## src/verilog/gamePkg.sv

```systemverilog
`default_nettype none

package gamePkg;

    // Screen coordinates and widths
    localparam int COORD_W = 9;
    localparam int HEALTH_W = 7;
    localparam int SCORE_W = 8;

    // Signed box edges need room for -ATTACK_LONG and 511 + ATTACK_LONG
    localparam int BOX_W = COORD_W + 2;
    typedef logic signed [BOX_W-1:0] boxCoord;

    // Attack and enemy box sizes in pixels
    localparam int ATTACK_SHORT = 16;
    localparam int ATTACK_LONG = 80;
    localparam int ENEMY_W = 26;
    localparam int ENEMY_H = 26;

    // Enemy health
    localparam logic [HEALTH_W-1:0] MAX_HEALTH = 7'd100;
    localparam logic [HEALTH_W-1:0] DAMAGE = 7'd25;

    // Respawn timing, counted in divided frame ticks
    localparam int FRAME_DIV = 4;
    localparam int FRAME_CNT_W = $clog2(FRAME_DIV);
    localparam int RESPAWN_TICKS = 8;
    localparam int RESP_CNT_W = $clog2(RESPAWN_TICKS);

    typedef enum logic [1:0] {
        dirDown = 2'd0,
        dirLeft = 2'd1,
        dirUp = 2'd2,
        dirRight = 2'd3
    } faceDir;

    typedef enum logic {
        stAlive = 1'b0,
        stRespawn = 1'b1
    } enemyState;

endpackage

`default_nettype wire

```

## src/verilog/frameTick.sv

```systemverilog
`timescale 1ns/100ps
`default_nettype none

module frameTick (
    input  logic Clk,
    input  logic rstN,
    input  logic frameSync,
    output logic respawnTick
);

    logic syncMeta;
    logic syncOut;
    logic frameDly;
    logic frameRise;
    logic [gamePkg::FRAME_CNT_W-1:0] edgeCnt;

    // Two flops against metastability, then a delayed copy for the edge
    always_ff @(posedge Clk) begin
        if (!rstN) begin
            syncMeta <= 1'b0;
            syncOut <= 1'b0;
            frameDly <= 1'b0;
        end else begin
            syncMeta <= frameSync;
            syncOut <= syncMeta;
            frameDly <= syncOut;
        end
    end

    assign frameRise = syncOut & ~frameDly;

    // Divide frame edges down to the slow respawn tick
    always_ff @(posedge Clk) begin
        if (!rstN) begin
            edgeCnt <= '0;
            respawnTick <= 1'b0;
        end else begin
            respawnTick <= 1'b0;
            if (frameRise) begin
                if (edgeCnt == gamePkg::FRAME_CNT_W'(gamePkg::FRAME_DIV - 1)) begin
                    edgeCnt <= '0;
                    respawnTick <= 1'b1;
                end else begin
                    edgeCnt <= edgeCnt + 1'b1;
                end
            end
        end
    end

endmodule

`default_nettype wire

```

## src/verilog/hitDetect.sv

```systemverilog
`timescale 1ns/100ps
`default_nettype none

module hitDetect (
    input  logic                         Clk,
    input  logic                         rstN,
    input  logic                         atkValid,
    input  logic                         atkReady,
    input  gamePkg::faceDir              atkDir,
    input  logic [gamePkg::COORD_W-1:0]  atkX,
    input  logic [gamePkg::COORD_W-1:0]  atkY,
    input  logic [gamePkg::COORD_W-1:0]  enemyX,
    input  logic [gamePkg::COORD_W-1:0]  enemyY,
    output logic                         hitValid,
    output logic                         hit
);

    logic accept;
    gamePkg::boxCoord ax;
    gamePkg::boxCoord ay;
    gamePkg::boxCoord boxLeft;
    gamePkg::boxCoord boxRight;
    gamePkg::boxCoord boxTop;
    gamePkg::boxCoord boxBottom;

    // Stage one registers
    logic s1Valid;
    gamePkg::boxCoord atkLeft;
    gamePkg::boxCoord atkRight;
    gamePkg::boxCoord atkTop;
    gamePkg::boxCoord atkBottom;
    gamePkg::boxCoord enLeft;
    gamePkg::boxCoord enRight;
    gamePkg::boxCoord enTop;
    gamePkg::boxCoord enBottom;

    assign accept = atkValid & atkReady;

    // Zero extend, then work in signed so left and up never wrap
    assign ax = gamePkg::boxCoord'(atkX);
    assign ay = gamePkg::boxCoord'(atkY);

    always_comb begin
        boxLeft = ax;
        boxRight = ax + gamePkg::boxCoord'(gamePkg::ATTACK_SHORT);
        boxTop = ay;
        boxBottom = ay + gamePkg::boxCoord'(gamePkg::ATTACK_LONG);
        case (atkDir)
            gamePkg::dirUp: begin
                boxTop = ay - gamePkg::boxCoord'(gamePkg::ATTACK_LONG);
                boxBottom = ay;
            end
            gamePkg::dirLeft: begin
                boxLeft = ax - gamePkg::boxCoord'(gamePkg::ATTACK_LONG);
                boxRight = ax;
                boxBottom = ay + gamePkg::boxCoord'(gamePkg::ATTACK_SHORT);
            end
            gamePkg::dirRight: begin
                boxRight = ax + gamePkg::boxCoord'(gamePkg::ATTACK_LONG);
                boxBottom = ay + gamePkg::boxCoord'(gamePkg::ATTACK_SHORT);
            end
            default: ;  // dirDown keeps the defaults above
        endcase
    end

    always_ff @(posedge Clk) begin
        if (!rstN) begin
            s1Valid <= 1'b0;
            hitValid <= 1'b0;
        end else begin
            s1Valid <= accept;
            hitValid <= s1Valid;
        end
    end

    // Box edges, sampled together with the request
    always_ff @(posedge Clk) begin
        atkLeft <= boxLeft;
        atkRight <= boxRight;
        atkTop <= boxTop;
        atkBottom <= boxBottom;
        enLeft <= gamePkg::boxCoord'(enemyX);
        enRight <= gamePkg::boxCoord'(enemyX) + gamePkg::boxCoord'(gamePkg::ENEMY_W);
        enTop <= gamePkg::boxCoord'(enemyY);
        enBottom <= gamePkg::boxCoord'(enemyY) + gamePkg::boxCoord'(gamePkg::ENEMY_H);
    end

    // Inclusive overlap on both axes
    always_ff @(posedge Clk) begin
        hit <= (atkLeft <= enRight) && (enLeft <= atkRight) &&
               (atkTop <= enBottom) && (enTop <= atkBottom);
    end

endmodule

`default_nettype wire

```

## src/verilog/combatState.sv

```systemverilog
`timescale 1ns/100ps
`default_nettype none

module combatState (
    input  logic                          Clk,
    input  logic                          rstN,
    input  logic                          hitValid,
    input  logic                          hit,
    input  logic                          respawnTick,
    output logic                          enemyAlive,
    output logic [gamePkg::HEALTH_W-1:0]  enemyHealth,
    output logic [gamePkg::SCORE_W-1:0]   score
);

    gamePkg::enemyState state;
    gamePkg::enemyState stateNext;
    logic [gamePkg::HEALTH_W-1:0] healthNext;
    logic [gamePkg::SCORE_W-1:0] scoreNext;
    logic [gamePkg::RESP_CNT_W-1:0] respawnCnt;
    logic [gamePkg::RESP_CNT_W-1:0] respawnCntNext;

    assign enemyAlive = (state == gamePkg::stAlive);

    always_comb begin
        stateNext = state;
        healthNext = enemyHealth;
        scoreNext = score;
        respawnCntNext = respawnCnt;
        case (state)
            gamePkg::stAlive: begin
                if (hitValid && hit) begin
                    scoreNext = score + 1'b1;
                    // Saturate at zero, the killing blow sends us to respawn
                    if (enemyHealth <= gamePkg::DAMAGE) begin
                        healthNext = '0;
                        stateNext = gamePkg::stRespawn;
                    end else begin
                        healthNext = enemyHealth - gamePkg::DAMAGE;
                    end
                end
            end
            gamePkg::stRespawn: begin
                // Late hits from the pipeline are dropped here
                if (respawnTick) begin
                    if (respawnCnt ==
                        gamePkg::RESP_CNT_W'(gamePkg::RESPAWN_TICKS - 1)) begin
                        respawnCntNext = '0;
                        healthNext = gamePkg::MAX_HEALTH;
                        stateNext = gamePkg::stAlive;
                    end else begin
                        respawnCntNext = respawnCnt + 1'b1;
                    end
                end
            end
            default: stateNext = gamePkg::stAlive;
        endcase
    end

    always_ff @(posedge Clk) begin
        if (!rstN) begin
            state <= gamePkg::stAlive;
            enemyHealth <= gamePkg::MAX_HEALTH;
            score <= '0;
            respawnCnt <= '0;
        end else begin
            state <= stateNext;
            enemyHealth <= healthNext;
            score <= scoreNext;
            respawnCnt <= respawnCntNext;
        end
    end

endmodule

`default_nettype wire

```

## src/verilog/combatTop.sv

```systemverilog
`timescale 1ns/100ps
`default_nettype none

module combatTop (
    input  logic                          Clk,
    input  logic                          rstN,
    input  logic                          frameSync,
    input  logic                          atkValid,
    input  gamePkg::faceDir               atkDir,
    input  logic [gamePkg::COORD_W-1:0]   atkX,
    input  logic [gamePkg::COORD_W-1:0]   atkY,
    input  logic [gamePkg::COORD_W-1:0]   enemyX,
    input  logic [gamePkg::COORD_W-1:0]   enemyY,
    output logic                          atkReady,
    output logic                          enemyAlive,
    output logic [gamePkg::HEALTH_W-1:0]  enemyHealth,
    output logic [gamePkg::SCORE_W-1:0]   score
);

    logic hitValid;
    logic hit;
    logic respawnTick;

    // Attacks stall while the enemy is down
    assign atkReady = enemyAlive;

    frameTick uFrameTick (
        .Clk         (Clk),
        .rstN        (rstN),
        .frameSync   (frameSync),
        .respawnTick (respawnTick)
    );

    hitDetect uHitDetect (
        .Clk      (Clk),
        .rstN     (rstN),
        .atkValid (atkValid),
        .atkReady (enemyAlive),
        .atkDir   (atkDir),
        .atkX     (atkX),
        .atkY     (atkY),
        .enemyX   (enemyX),
        .enemyY   (enemyY),
        .hitValid (hitValid),
        .hit      (hit)
    );

    combatState uCombatState (
        .Clk         (Clk),
        .rstN        (rstN),
        .hitValid    (hitValid),
        .hit         (hit),
        .respawnTick (respawnTick),
        .enemyAlive  (enemyAlive),
        .enemyHealth (enemyHealth),
        .score       (score)
    );

endmodule

`default_nettype wire

```

## config.mk

```make
export PLATFORM = sky130hd
export DESIGN_NAME = combatTop
export DESIGN_NICKNAME = d
export VERILOG_FILES = /design/src/verilog/gamePkg.sv /design/src/verilog/frameTick.sv /design/src/verilog/hitDetect.sv /design/src/verilog/combatState.sv /design/src/verilog/combatTop.sv
export SDC_FILE = /design/constraint.sdc
export NUM_CORES = 1
export LEC_CHECK = 0
export ABC_AREA = 1
export BUFFER_PORTS_ARGS = -buffer_cell sky130_fd_sc_hd__buf_2
export CELL_PAD_IN_SITES_DETAIL_PLACEMENT = 0
export CELL_PAD_IN_SITES_GLOBAL_PLACEMENT = 1
export CORE_UTILIZATION = 48
export CTS_BUF_LIST = sky130_fd_sc_hd__clkbuf_8
export DETAILED_ROUTE_END_ITERATION = 16
export HOLD_SLACK_MARGIN = 0.03
export PLACE_DENSITY_LB_ADDON = 0.2
export SLEW_MARGIN = 10
export SYNTH_ARGS = -nofsm -noshare
export SYNTH_HDL_FRONTEND = slang
export SYNTH_SLANG_ARGS = --single-unit
```

## constraint.sdc

```tcl
create_clock -name Clk -period 3.85 [get_ports Clk]
set_input_delay 0.1925 -clock Clk [delete_from_list [all_inputs] [get_ports Clk]]
set_output_delay 0.1925 -clock Clk [all_outputs]
set_load 0.01 [all_outputs]
```

==> results of run 1 <==
## cell usage after synthesis
master,count,share of area (%)
nor2_1,33,2.8
o21ai_1,1,0.11
o211ai_1,3,0.50
dfxtp_1,96,43
and2_4,1,0.20
clkbuf_1,1,0.084
or2_2,3,0.42
nand2_2,3,0.42
nor2_2,2,0.28
nor2_4,1,0.25
buf_2,2,0.22
a22oi_1,1,0.17
inv_2,4,0.34
ha_1,54,15
nand3b_1,3,0.50
o211a_1,1,0.22
o21a_1,1,0.17
o22ai_1,2,0.28
nand3_1,26,2.9
xnor2_1,6,1.2
nand2_4,1,0.25
xor2_1,20,3.9
o21bai_1,3,0.50
buf_4,1,0.17
nor3_2,1,0.22
inv_1,106,8.9
nand4_1,7,0.98
o21ai_0,17,1.9
a21oi_1,24,2.7
nand3_2,1,0.22
nor3_1,8,0.89
nor3b_1,4,0.67
nand2_1,116,9.7
## layer usage
metal  part of all wire, %  track usage, %  wire length [um]
met5                     0               0                 0
met4                   1.3            5.51               100
met3                   3.5            4.04               277
met2                    47            32.3              3780
met1                    48            22.5              3820
## flip-flops by register name, summed over array words and instances (netlist names)
signal,flops
uHitDetect.atkLeft,10
uHitDetect.atkTop,10
uHitDetect.enBottom,9
uHitDetect.enLeft,9
uHitDetect.enRight,9
uHitDetect.enTop,9
uCombatState.score,8
uCombatState.enemyHealth,7
uHitDetect.atkBottom,6
uHitDetect.atkRight,6
uCombatState.respawnCnt,3
uFrameTick.edgeCnt,2
uCombatState.state,1
uFrameTick.frameDly,1
uFrameTick.respawnTick,1
uFrameTick.syncMeta,1
uFrameTick.syncOut,1
uHitDetect.hit,1
uHitDetect.hitValid,1
uHitDetect.s1Valid,1
## timing repair
item                                   in CTS  in global routing
hold buffers                               28                  0
endpoints found under the hold margin      29                  0
buffers inserted                            0                  0
## power by group through the flow
stage | clock (mW) | sequential (mW) | combinational (mW)
5_1_grt | 0.696 | 1.09 | 0.380
2_1_floorplan | 0 | 1.10 | 0.215
3_5_place_dp | 0 | 1.10 | 0.303
4_1_cts | 0.654 | 1.08 | 0.327
3_3_place_gp | 0 | 1.10 | 0.300
6_report | 0.630 | 1.08 | 0.323
## logic make-up (layout without fill, tap and decap cells)
| kind of cell | Yosys count | in the layout | synth area share, % |
|---|---|---|---|
| AND/OR/NAND/NOR | 210 | 210 | 20.7 |
| flip-flops | 96 | 96 | 42.9 |
| adder cells (fa/ha/maj) | 54 | 54 | 15.1 |
| buffers and inverters | 114 | 210 | 9.69 |
| AO/OA/AOI/OAI | 53 | 53 | 6.54 |
| XOR/XNOR | 26 | 26 | 5.08 |
## final cells by class
| class | instances | area [um2] | area share [%] |
|---|---|---|---|
| multi-input combinational | 343 | 2120 | 39.7 |
| clock buffer | 10 | 138 | 2.57 |
| clock inverter | 4 | 47.5 | 0.889 |
| timing repair buffer | 86 | 571 | 10.7 |
| tap | 108 | 135 | 2.53 |
| sequential | 96 | 1920 | 35.9 |
| inverter | 110 | 413 | 7.72 |
## final timing paths
check	start	slack, ns	to
setup / recovery	uHitDetect.atkRight[8]	2.45	uHitDetect.hit
setup reg to reg	uHitDetect.atkRight[8]	2.45	uHitDetect.hit
hold / removal	atkY[6]	0.07	uHitDetect.atkTop[6]
hold reg to reg	uHitDetect.s1Valid	0.42	uHitDetect.hitValid
## worst reg2reg max path: stages (launching register included)
cell     delay [ns]
dfxtp_1        0.31
inv_1          0.04
ha_1           0.30
inv_1          0.05
nor3_1         0.24
nand3_1        0.12
nand3_1        0.10
nand2_1        0.06
nand2_1        0.06
nor2_1         0.04
==> summary.md, run 1 <==
| Metric | Value |
|---|---|
| Status | `completed` |
| Clock share of power | `31.0%` |
| Setup TNS | `0 ns` |
| Clock tree buffer depth | `2` |
| Setup CP Type | `reg -> reg` |
| Commonest non-fill, non-tap cell in the layout | `nand2_1` |
| Slowest cell on the critical path | `dfxtp_1` |
| Most frequent cells in the layout | `nand2_1, inv_1, dfxtp_1` |
| Register share of total power | `53.1%` |
| Max Fclk | `0.715 GHz` |
| Final total power | `2.03 mW` |
| Root cell of the clock tree | `clkbuf_8` |
| Routability cong. | `0.789` |
| Cells after synthesis | `553` |
| Starting Density | `50.4%` |
| CTS Sinks | `96` |
| Vias | `3525` |
| Core Area | `0.00889 mm2` |
| Worst skew pair latency | `0.35 ns` |
| Post-layout minimum cycle time | `1.40 ns` |
| Share of cells above drive strength 1 | `13.6%` |
| Maximum vdd drop | `0.293 mV` |
| PostCTS Resize Cnt | `0` |
| Largest net degree at the start of global routing | `21` |
| IO Pins | `59` |
| Tightest Pin Transition | `0.333 ns` |
| Final worst slack | `2.45 ns` |
| Setup Viol. Count Final | `0` |
| Design Area, Final | `0.00535 mm2` |
| Pre-CTS setup slack | `2.47 ns` |
| Hold Crit Class | `in -> reg` |
| Area delta synth->final | `19.4%` |
| Avg Cell Area, Syn | `8.10 um2` |
| Worst-path clk slew | `0.08 ns` |
| Max Clock Skew | `0.00768 ns` |
| Pwr dens | `380 mW/mm2` |
| Die area | `0.00972 mm2` |
| CP Depth | `9` |
| Int Pwr | `1.51 mW` |
| Drt drc | `0` |
| Cell variety after synth | `33` |
| Initial antenna violation count | `0` |
| Synth warnings | `0` |
| Final hold slack | `0.0735 ns` |
| Nets | `742` |
| Arrival time at the worst endpoint | `1.65 ns` |
| PortBufs | `58` |
| Worst path top cell family by delay | `simple AND/OR/NAND/NOR gates` |
| Synth Register Bits | `96` |
| Synthesized Nets | `649` |
| Remaining antenna violation count | `0` |
| Endpoint class of the critical path | `register` |
| WP buf/inv | `2` |
| Max-slew violation count | `0` |
| Htree depth | `3` |
| Fin util | `60.2%` |
| Dpl cell area | `0.00488 mm2` |
| GR Overflow Total | `0` |
| Wire per inst | `10.5 um` |
| P_sw | `0.522 mW` |
| RSZ-0062 raised after global routing | `no` |
| Post-synthesis sequential area ratio | `42.9%` |
| Antenna Cells | `0` |
| Synthesized cell area | `0.00448 mm2` |
| Vias in the first global route | `3462` |
| Fillers | `807` |
| Final wirelength | `7990 um` |
| First-pass GRT wire length | `14500 um` |
| Inserted Clock Buffers | `9` |
| Worst reg2reg path depth | `9` |
| Final hold vios | `0` |
| Post-DP HPWL | `6240 um` |
| Final Non-Filler Cells | `757` |
| Pleak | `2.82 nW` |
| Req. time, crit path | `4.10 ns` |
| Relative slew slack | `77.8%` |
| Cell Chain, Critical Path | `inv_1 > ha_1 > inv_1 > nor3_1 > nand3_1 > nand3_1 > nand2_1 > nand2_1 > nor2_1` |
| MaxCap Viol Count | `0` |
| Hold Crit Depth | `2` |
| Sw Ratio | `25.7%` |
| Final period util | `36.3%` |
| Initial DRC Count | `52` |
| Via density per instance | `4.66` |
| Combinational share of power | `15.9%` |
| Die Width | `98.6 um` |
| Post-Place Cells | `715` |
| Max stage delay on crit path | `0.31 ns` |
| GRT Util Overall | `18.4%` |
| Die Height | `98.6 um` |
| Pre-antenna DRT Iters | `4` |
| Crit path max fanout | `3` |
| CTS tree | `done` |
| Row cnt | `34` |
| Startpoint types | `register` |
Note: power is estimated with default switching activity, not from simulation.
==> run 2: changes to the inputs <==
--- a/config.mk
+++ b/config.mk
@@ -5,11 +5,11 @@
 export SDC_FILE = /design/constraint.sdc
 export NUM_CORES = 1
 export LEC_CHECK = 0
-export ABC_AREA = 1
+export ABC_AREA = 0
 export BUFFER_PORTS_ARGS = -buffer_cell sky130_fd_sc_hd__buf_2
 export CELL_PAD_IN_SITES_DETAIL_PLACEMENT = 0
 export CELL_PAD_IN_SITES_GLOBAL_PLACEMENT = 1
-export CORE_UTILIZATION = 48
+export CORE_UTILIZATION = 46
 export CTS_BUF_LIST = sky130_fd_sc_hd__clkbuf_8
 export DETAILED_ROUTE_END_ITERATION = 16
 export HOLD_SLACK_MARGIN = 0.03
==> constraint.sdc (replaced) <==
create_clock -name Clk -period 1.3 [get_ports Clk]
set_input_delay 0.065 -clock Clk [delete_from_list [all_inputs] [get_ports Clk]]
set_output_delay 0.065 -clock Clk [all_outputs]
set_load 0.01 [all_outputs]
==> run 2 against run 1 <==
The run now ends with setup timing left; sequential cell count did not move; via count fell by 3.7%; register-to-register slack got worse by 2.7 ns; synthesized cell count fell by 20%; fmax fell by 11%; sequential power rose to 3.0 times the previous value; worst setup slack got worse by 2.7 ns; hold slack got worse by 0.012 ns; die area fell by 0.65%; utilization rose by 6.2 points; combinational power rose to 3.6 times the previous value; critical path type unchanged; largest cell class unchanged; largest power group unchanged; highest routed layer unchanged.
==> summary.md, run 2 <==
| Metric | Value |
|---|---|
| Pre-CTS setup slack | `-0.396 ns` |
| Post-layout minimum cycle time | `1.58 ns` |
| Die area | `0.00966 mm2` |
| Hold Crit Class | `in -> reg` |
| Req. time, crit path | `1.56 ns` |
| Initial DRC Count | `59` |
| Synthesized cell area | `0.00426 mm2` |
| Worst path top cell family by delay | `compound AO/OA/AOI/OAI gates` |
| Max stage delay on crit path | `0.39 ns` |
| Critical path origin | `uCombatState.enemyHealth[2]` |
| Hold Path Sink | `uCombatState.enemyHealth[5]` |
| Synth top area share | `45.1%` |
| Dpl cell area | `0.00495 mm2` |
| Setup slack, reg-to-reg | `-0.28 ns` |
| Worst-path clk slew | `0.09 ns` |
| Area delta synth->final | `37.7%` |
| Hold_sp | `rstN` |
| Pleak | `2.75 nW` |
| Arrival time at the worst endpoint | `1.84 ns` |
| Endpoint class of the critical path | `register` |
| Slowest cell on the critical path | `o311a_4` |
| Setup CP Type | `reg -> reg` |
| GR Overflow Total | `0` |
| Row cnt | `34` |
| Startpoint types | `register` |
| Regs by FF count | `uHitDetect.atkLeft x10, uHitDetect.atkTop x10` |
| Die Width | `98.3 um` |
| Reg-to-Reg Start | `uCombatState.enemyHealth[2]` |
| Fillers | `722` |
| Final worst slack | `-0.277 ns` |
| GRT Util Overall | `19.7%` |
| WP buf/inv | `0` |
| Vias | `3394` |
| Max Clock Skew | `0.00874 ns` |
| Final hold vios | `0` |
| Top-count cell post-synth | `dfxtp_1` |
| Pwr dens | `1080 mW/mm2` |
| MaxCap Viol Count | `0` |
| Cell Chain, Critical Path | `o311a_4 > a211oi_4 > nand2b_4 > o22ai_2 > and2_1` |
| Wire per inst | `12.8 um` |
| RSZ-0062 raised after global routing | `yes` |
| Multi-input gate area | `0.00244 mm2` |
| Htree depth | `3` |
| Nets | `677` |
| Starting Density | `48.2%` |
| Number of synthesized flops with an enable pin | `0` |
| Max Fclk | `0.634 GHz` |
| Remaining antenna violation count | `0` |
| IO Pins | `59` |
| Cell variety after synth | `47` |
| Antenna Cells | `0` |
| Async SR Flop Fraction | `0%` |
| Post-synthesis sequential area ratio | `45.1%` |
| Post-DP HPWL | `6060 um` |
| Design Area, Final | `0.00587 mm2` |
| Leading area contributor after synthesis | `dfxtp_1` |
| Failing checks | `setup timing` |
| Crit path max fanout | `4` |
| Max-slew violation count | `0` |
| R2R Path End | `uCombatState.enemyHealth[1]` |
| Fin util | `66.4%` |
| Tightest Pin Transition | `0.355 ns` |
| Synth area leaders | `dfxtp_1, ha_1, inv_1` |
| Status | `finished with violations` |
| Core Area | `0.00885 mm2` |
| PortBufs | `58` |
| Final period util | `121%` |
| Synth Register Bits | `96` |
| Hold Crit Depth | `2` |
| Final total power | `6.32 mW` |
| Cells after synthesis | `441` |
| Pre-antenna DRT Iters | `8` |
| Via density per instance | `4.90` |
| Worst reg2reg path depth | `5` |
| Maximum vdd drop | `0.554 mV` |
| Synthesized Nets | `537` |
| Commonest non-fill, non-tap cell in the layout | `dfxtp_1` |
| Initial antenna violation count | `0` |
| Die Height | `98.3 um` |
| First-pass GRT wire length | `15100 um` |
| Main flop type after synthesis | `dfxtp_1` |
| Avg Cell Area, Syn | `9.67 um2` |
| Register area | `0.00195 mm2` |
| Synth warnings | `0` |
| Worst skew pair latency | `0.36 ns` |
| Top cells by count, synth | `dfxtp_1, ha_1, inv_1, nand2_1, o21ai_0` |
| Share of cells above drive strength 1 | `30.8%` |
| CTS Sinks | `96` |
| Vias in the first global route | `3342` |
| Final wirelength | `8890 um` |
| Setup Viol. Count Final | `10` |
| Most frequent cells in the layout | `dfxtp_1, buf_2, inv_1` |
| Routability cong. | `0.757` |
| Relative slew slack | `76.3%` |
| Root cell of the clock tree | `clkbuf_8` |
| Drt drc | `0` |
| Clock tree buffer depth | `2` |
| Setup TNS | `-1.86 ns` |
| CTS tree | `done` |
| Inserted Clock Buffers | `9` |
| Largest net degree at the start of global routing | `21` |
-- run 2: changes by cell type in the layout (fill, tap and decap cells not counted), moves of 15 or more --
cell / delta
nand2_1: -87
inv_1: -61
buf_4: +34
nand3_1: -17
dfxtp_1: -15
nor2_1: -15
-- run 2: worst register-to-register path: cells and delay by family, from the launching register on --
family          cells  cell delay (ns)
compound gates      3             0.78
flops               1             0.35
simple gates        2             0.35
-- run 2: report_power, final --
part,internal (mW),switching [mW]
registers,3.14,0.0960
clock network,0.894,1.04
logic,0.608,0.544
-- run 2: metrics by stage --
step	cells	hold slack (ns)
2_1_floorplan	441	0.0927
3_3_place_gp	637	0.168
3_5_place_dp	637	0.169
4_1_cts	691	0.0479
5_1_grt	693	0.0858
6_report	693	0.0619
-- run 2: area by class of cell --
class	count	area share (%)
timing repair buffer	133	16.3
clock inverter	6	1.15
tap	108	2.30
inverter	54	3.45
sequential	96	33.1
multi-input combinational	287	41.5
clock buffer	9	2.11
-- run 2: logic make-up (layout without fill, tap and decap cells) --
kind of cell	count (synthesis)	in the layout	synth area share [%]
and+or+nand+nor	133	133	17.0
DFF	96	96	45.1
AOI/OAI and AO/OA	66	66	9.83
buffers and inverters	58	202	5.19
adders and majority gates	54	54	15.8
xor gates and xnor gates	33	33	6.78
muxes	1	1	0.235
-- run 2: timing repair --
action                     CTS  global route
hold buffers                38             0
resized for setup           47            28
setup endpoints to repair   12            17
setup buffers                2             2
pin swaps                   25            14
hold endpoints to repair    65             0
-- run 2: routing by layer --
metal / up-vias / global-route usage, % / wire length, um
li1: 1767 / - / -
met1: 1551 / 23.7 / 4040
met2: 60 / 34.8 / 4440
met3: 16 / 2.72 / 218
met4: 0 / 9.18 / 186
met5: - / 0 / 0
-- run 2: how the worst max path moves through the flow --
stage	depth (start not counted)	slack (ns)	endpoint
detailed placement	7	-0.40	uHitDetect.hit
global placement	7	-0.31	uHitDetect.hit
CTS	7	-0.30	uHitDetect.hit
finish	5	-0.28	uCombatState.enemyHealth[1]
floorplan	7	-0.25	uHitDetect.hit
global route	6	-0.35	uHitDetect.hit
==> run 3: changes to the inputs <==
--- a/config.mk
+++ b/config.mk
@@ -7,9 +7,7 @@
 export LEC_CHECK = 0
 export ABC_AREA = 0
 export BUFFER_PORTS_ARGS = -buffer_cell sky130_fd_sc_hd__buf_2
-export CELL_PAD_IN_SITES_DETAIL_PLACEMENT = 0
-export CELL_PAD_IN_SITES_GLOBAL_PLACEMENT = 1
-export CORE_UTILIZATION = 46
+export CORE_UTILIZATION = 59
 export CTS_BUF_LIST = sky130_fd_sc_hd__clkbuf_8
 export DETAILED_ROUTE_END_ITERATION = 16
 export HOLD_SLACK_MARGIN = 0.03
==> run 3 against run 2 <==
Hold slack better by 0.0042 ns; non-clock buffer count is 1 higher; first-iteration DRC count increased by 110%; sequential share of layout area rose by 0.17 points; sequential power barely moved; the flow still finishes with violations (setup timing); worst setup slack lost 0.16 ns; largest cell class unchanged; combinational power rose by 6%; routed wire length increased by 17%; clock skew fell by 0.0014 ns.
==> summary.md, run 3 (same netlist as run 2, synthesis figures left out) <==
| Metric | Value |
|---|---|
| Max Fclk | `0.575 GHz` |
| Die area | `0.00757 mm2` |
| Combinational share of power | `19.0%` |
| Pwr dens | `1090 mW/mm2` |
| Root cell of the clock tree | `clkbuf_8` |
| PortBufs | `58` |
| Post-layout minimum cycle time | `1.74 ns` |
| MaxCap Viol Count | `0` |
| Req. time, crit path | `1.59 ns` |
| Pleak | `2.75 nW` |
| Commonest non-fill, non-tap cell in the layout | `dfxtp_1` |
| P_sw | `1.74 mW` |
| Max stage delay on crit path | `0.33 ns` |
| Crit path max fanout | `2` |
| CTS Sinks | `96` |
| Fillers | `383` |
| Status | `finished with violations` |
| Core Area | `0.00687 mm2` |
| Largest net degree at the start of global routing | `17` |
| Setup CP Type | `reg -> reg` |
| Die Height | `87.0 um` |
| Most frequent cells in the layout | `dfxtp_1, buf_2, inv_1` |
| RSZ-0062 raised after global routing | `yes` |
| Fin util | `84.9%` |
| CTS tree | `done` |
| Final period util | `134%` |
| Design Area, Final | `0.00583 mm2` |
| Share of cells above drive strength 1 | `28.8%` |
| Vias | `3621` |
| Failing checks | `setup timing` |
| Register share of total power | `50.8%` |
| Cell Chain, Critical Path | `inv_1 > ha_4 > nor2b_1 > o31ai_1 > a21oi_1 > o21a_1 > nor4b_4` |
| GRT Util Overall | `26.7%` |
| Die Width | `87.0 um` |
| Via density per instance | `5.30` |
| Final hold vios | `0` |
| Startpoint types | `register` |
| First-pass GRT wire length | `15600 um` |
| Final Non-Filler Cells | `683` |
| Int Pwr | `4.64 mW` |
| Nets | `678` |
| Final total power | `6.38 mW` |
| Htree depth | `3` |
| Antenna Cells | `0` |
| Dpl cell area | `0.00493 mm2` |
| Arrival time at the worst endpoint | `2.03 ns` |
| Clock share of power | `30.1%` |
| Vias in the first global route | `3574` |
| Tightest Pin Transition | `0.360 ns` |
| Clock tree buffer depth | `2` |
| Sw Ratio | `27.3%` |
| IO Pins | `59` |
| Max-slew violation count | `0` |
| GR Overflow Total | `0` |
| Final hold slack | `0.0661 ns` |
| Endpoint class of the critical path | `register` |
| Post-Place Cells | `625` |
| Worst path top cell family by delay | `compound AO/OA/AOI/OAI gates` |
| Post-DP HPWL | `6290 um` |
| Multi-input gate area | `0.00240 mm2` |
| Setup Viol. Count Final | `10` |
| Starting Density | `62.1%` |
| Pre-antenna DRT Iters | `4` |
| Remaining antenna violation count | `0` |
| Regs by FF count | `uHitDetect.atkLeft x10, uHitDetect.atkTop x10` |
| Row cnt | `30` |
| Wire per inst | `15.2 um` |
| Relative slew slack | `76.0%` |
| Routability cong. | `0.771` |
| Initial DRC Count | `126` |
| Final wirelength | `10400 um` |
| Drt drc | `0` |
| Area delta synth->final | `36.7%` |
| Worst-path clk slew | `0.09 ns` |
| Initial antenna violation count | `0` |
| WP buf/inv | `1` |
| Worst skew pair latency | `0.36 ns` |
| Slowest cell on the critical path | `dfxtp_2` |
| Register area | `0.00194 mm2` |
| Hold Crit Class | `in -> reg` |
| Maximum vdd drop | `0.819 mV` |
| Final worst slack | `-0.438 ns` |
| Inserted Clock Buffers | `9` |
| Max Clock Skew | `0.00734 ns` |
## run 3: worst paths after layout
path                    startpoint                     to  slack [ns]  cells past startpoint
max          uHitDetect.atkLeft[1]         uHitDetect.hit       -0.44                      7
min                      atkDir[1]  uHitDetect.atkLeft[7]        0.07                      4
max reg2reg  uHitDetect.atkLeft[1]         uHitDetect.hit       -0.44                      7
min reg2reg    uFrameTick.syncMeta     uFrameTick.syncOut        0.45                      1
## run 3: per-stage QoR
step                      setup slack, ns  setup TNS, ns
final                              -0.438          -2.07
after global routing               -0.488          -2.76
after CTS                          -0.344          -1.38
after detailed placement           -0.412          -1.77
after global placement             -0.307          -1.52
after floorplan                    -0.251          -1.05
## run 3: power groups by stage
stage                     sequential (mW)  clock, mW  combinational, mW
after floorplan                      3.27          0              0.549
after global placement               3.28          0              0.851
after detailed placement             3.29          0              0.890
after CTS                            3.23       1.95               1.07
after global routing                 3.26       2.09               1.34
final                                3.24       1.92               1.22
## run 3: metal layers
metal | GRT usage [%] | routed length, um
met5 | 0 | 0
met4 | 10.8 | 285
met3 | 7.58 | 481
met2 | 48.2 | 5410
met1 | 29.3 | 4210
## run 3: worst reg2reg max path, stage by stage (launching register included)
cell	delay, ns
dfxtp_2	0.33
inv_1	0.09
ha_4	0.21
nor2b_1	0.15
o31ai_1	0.31
a21oi_1	0.11
o21a_1	0.23
nor4b_4	0.24
## run 3: timing repair
| action | CTS | global route |
|---|---|---|
| resized for setup | 36 | 31 |
| hold buffers | 39 | 0 |
| pin swaps | 18 | 20 |
| endpoints found under the setup margin | 10 | 14 |
| hold endpoints to repair | 67 | 0 |
| buffers inserted | 4 | 2 |
## run 3: layout make-up
type	instances	share of cell area [%]
inverters	54	3.56
clock buffers	9	2.12
clock inverters	7	1.22
flip-flops and latches	96	33.3
multi-input cells	287	41.1
well taps	96	2.06
repair buffers	134	16.6
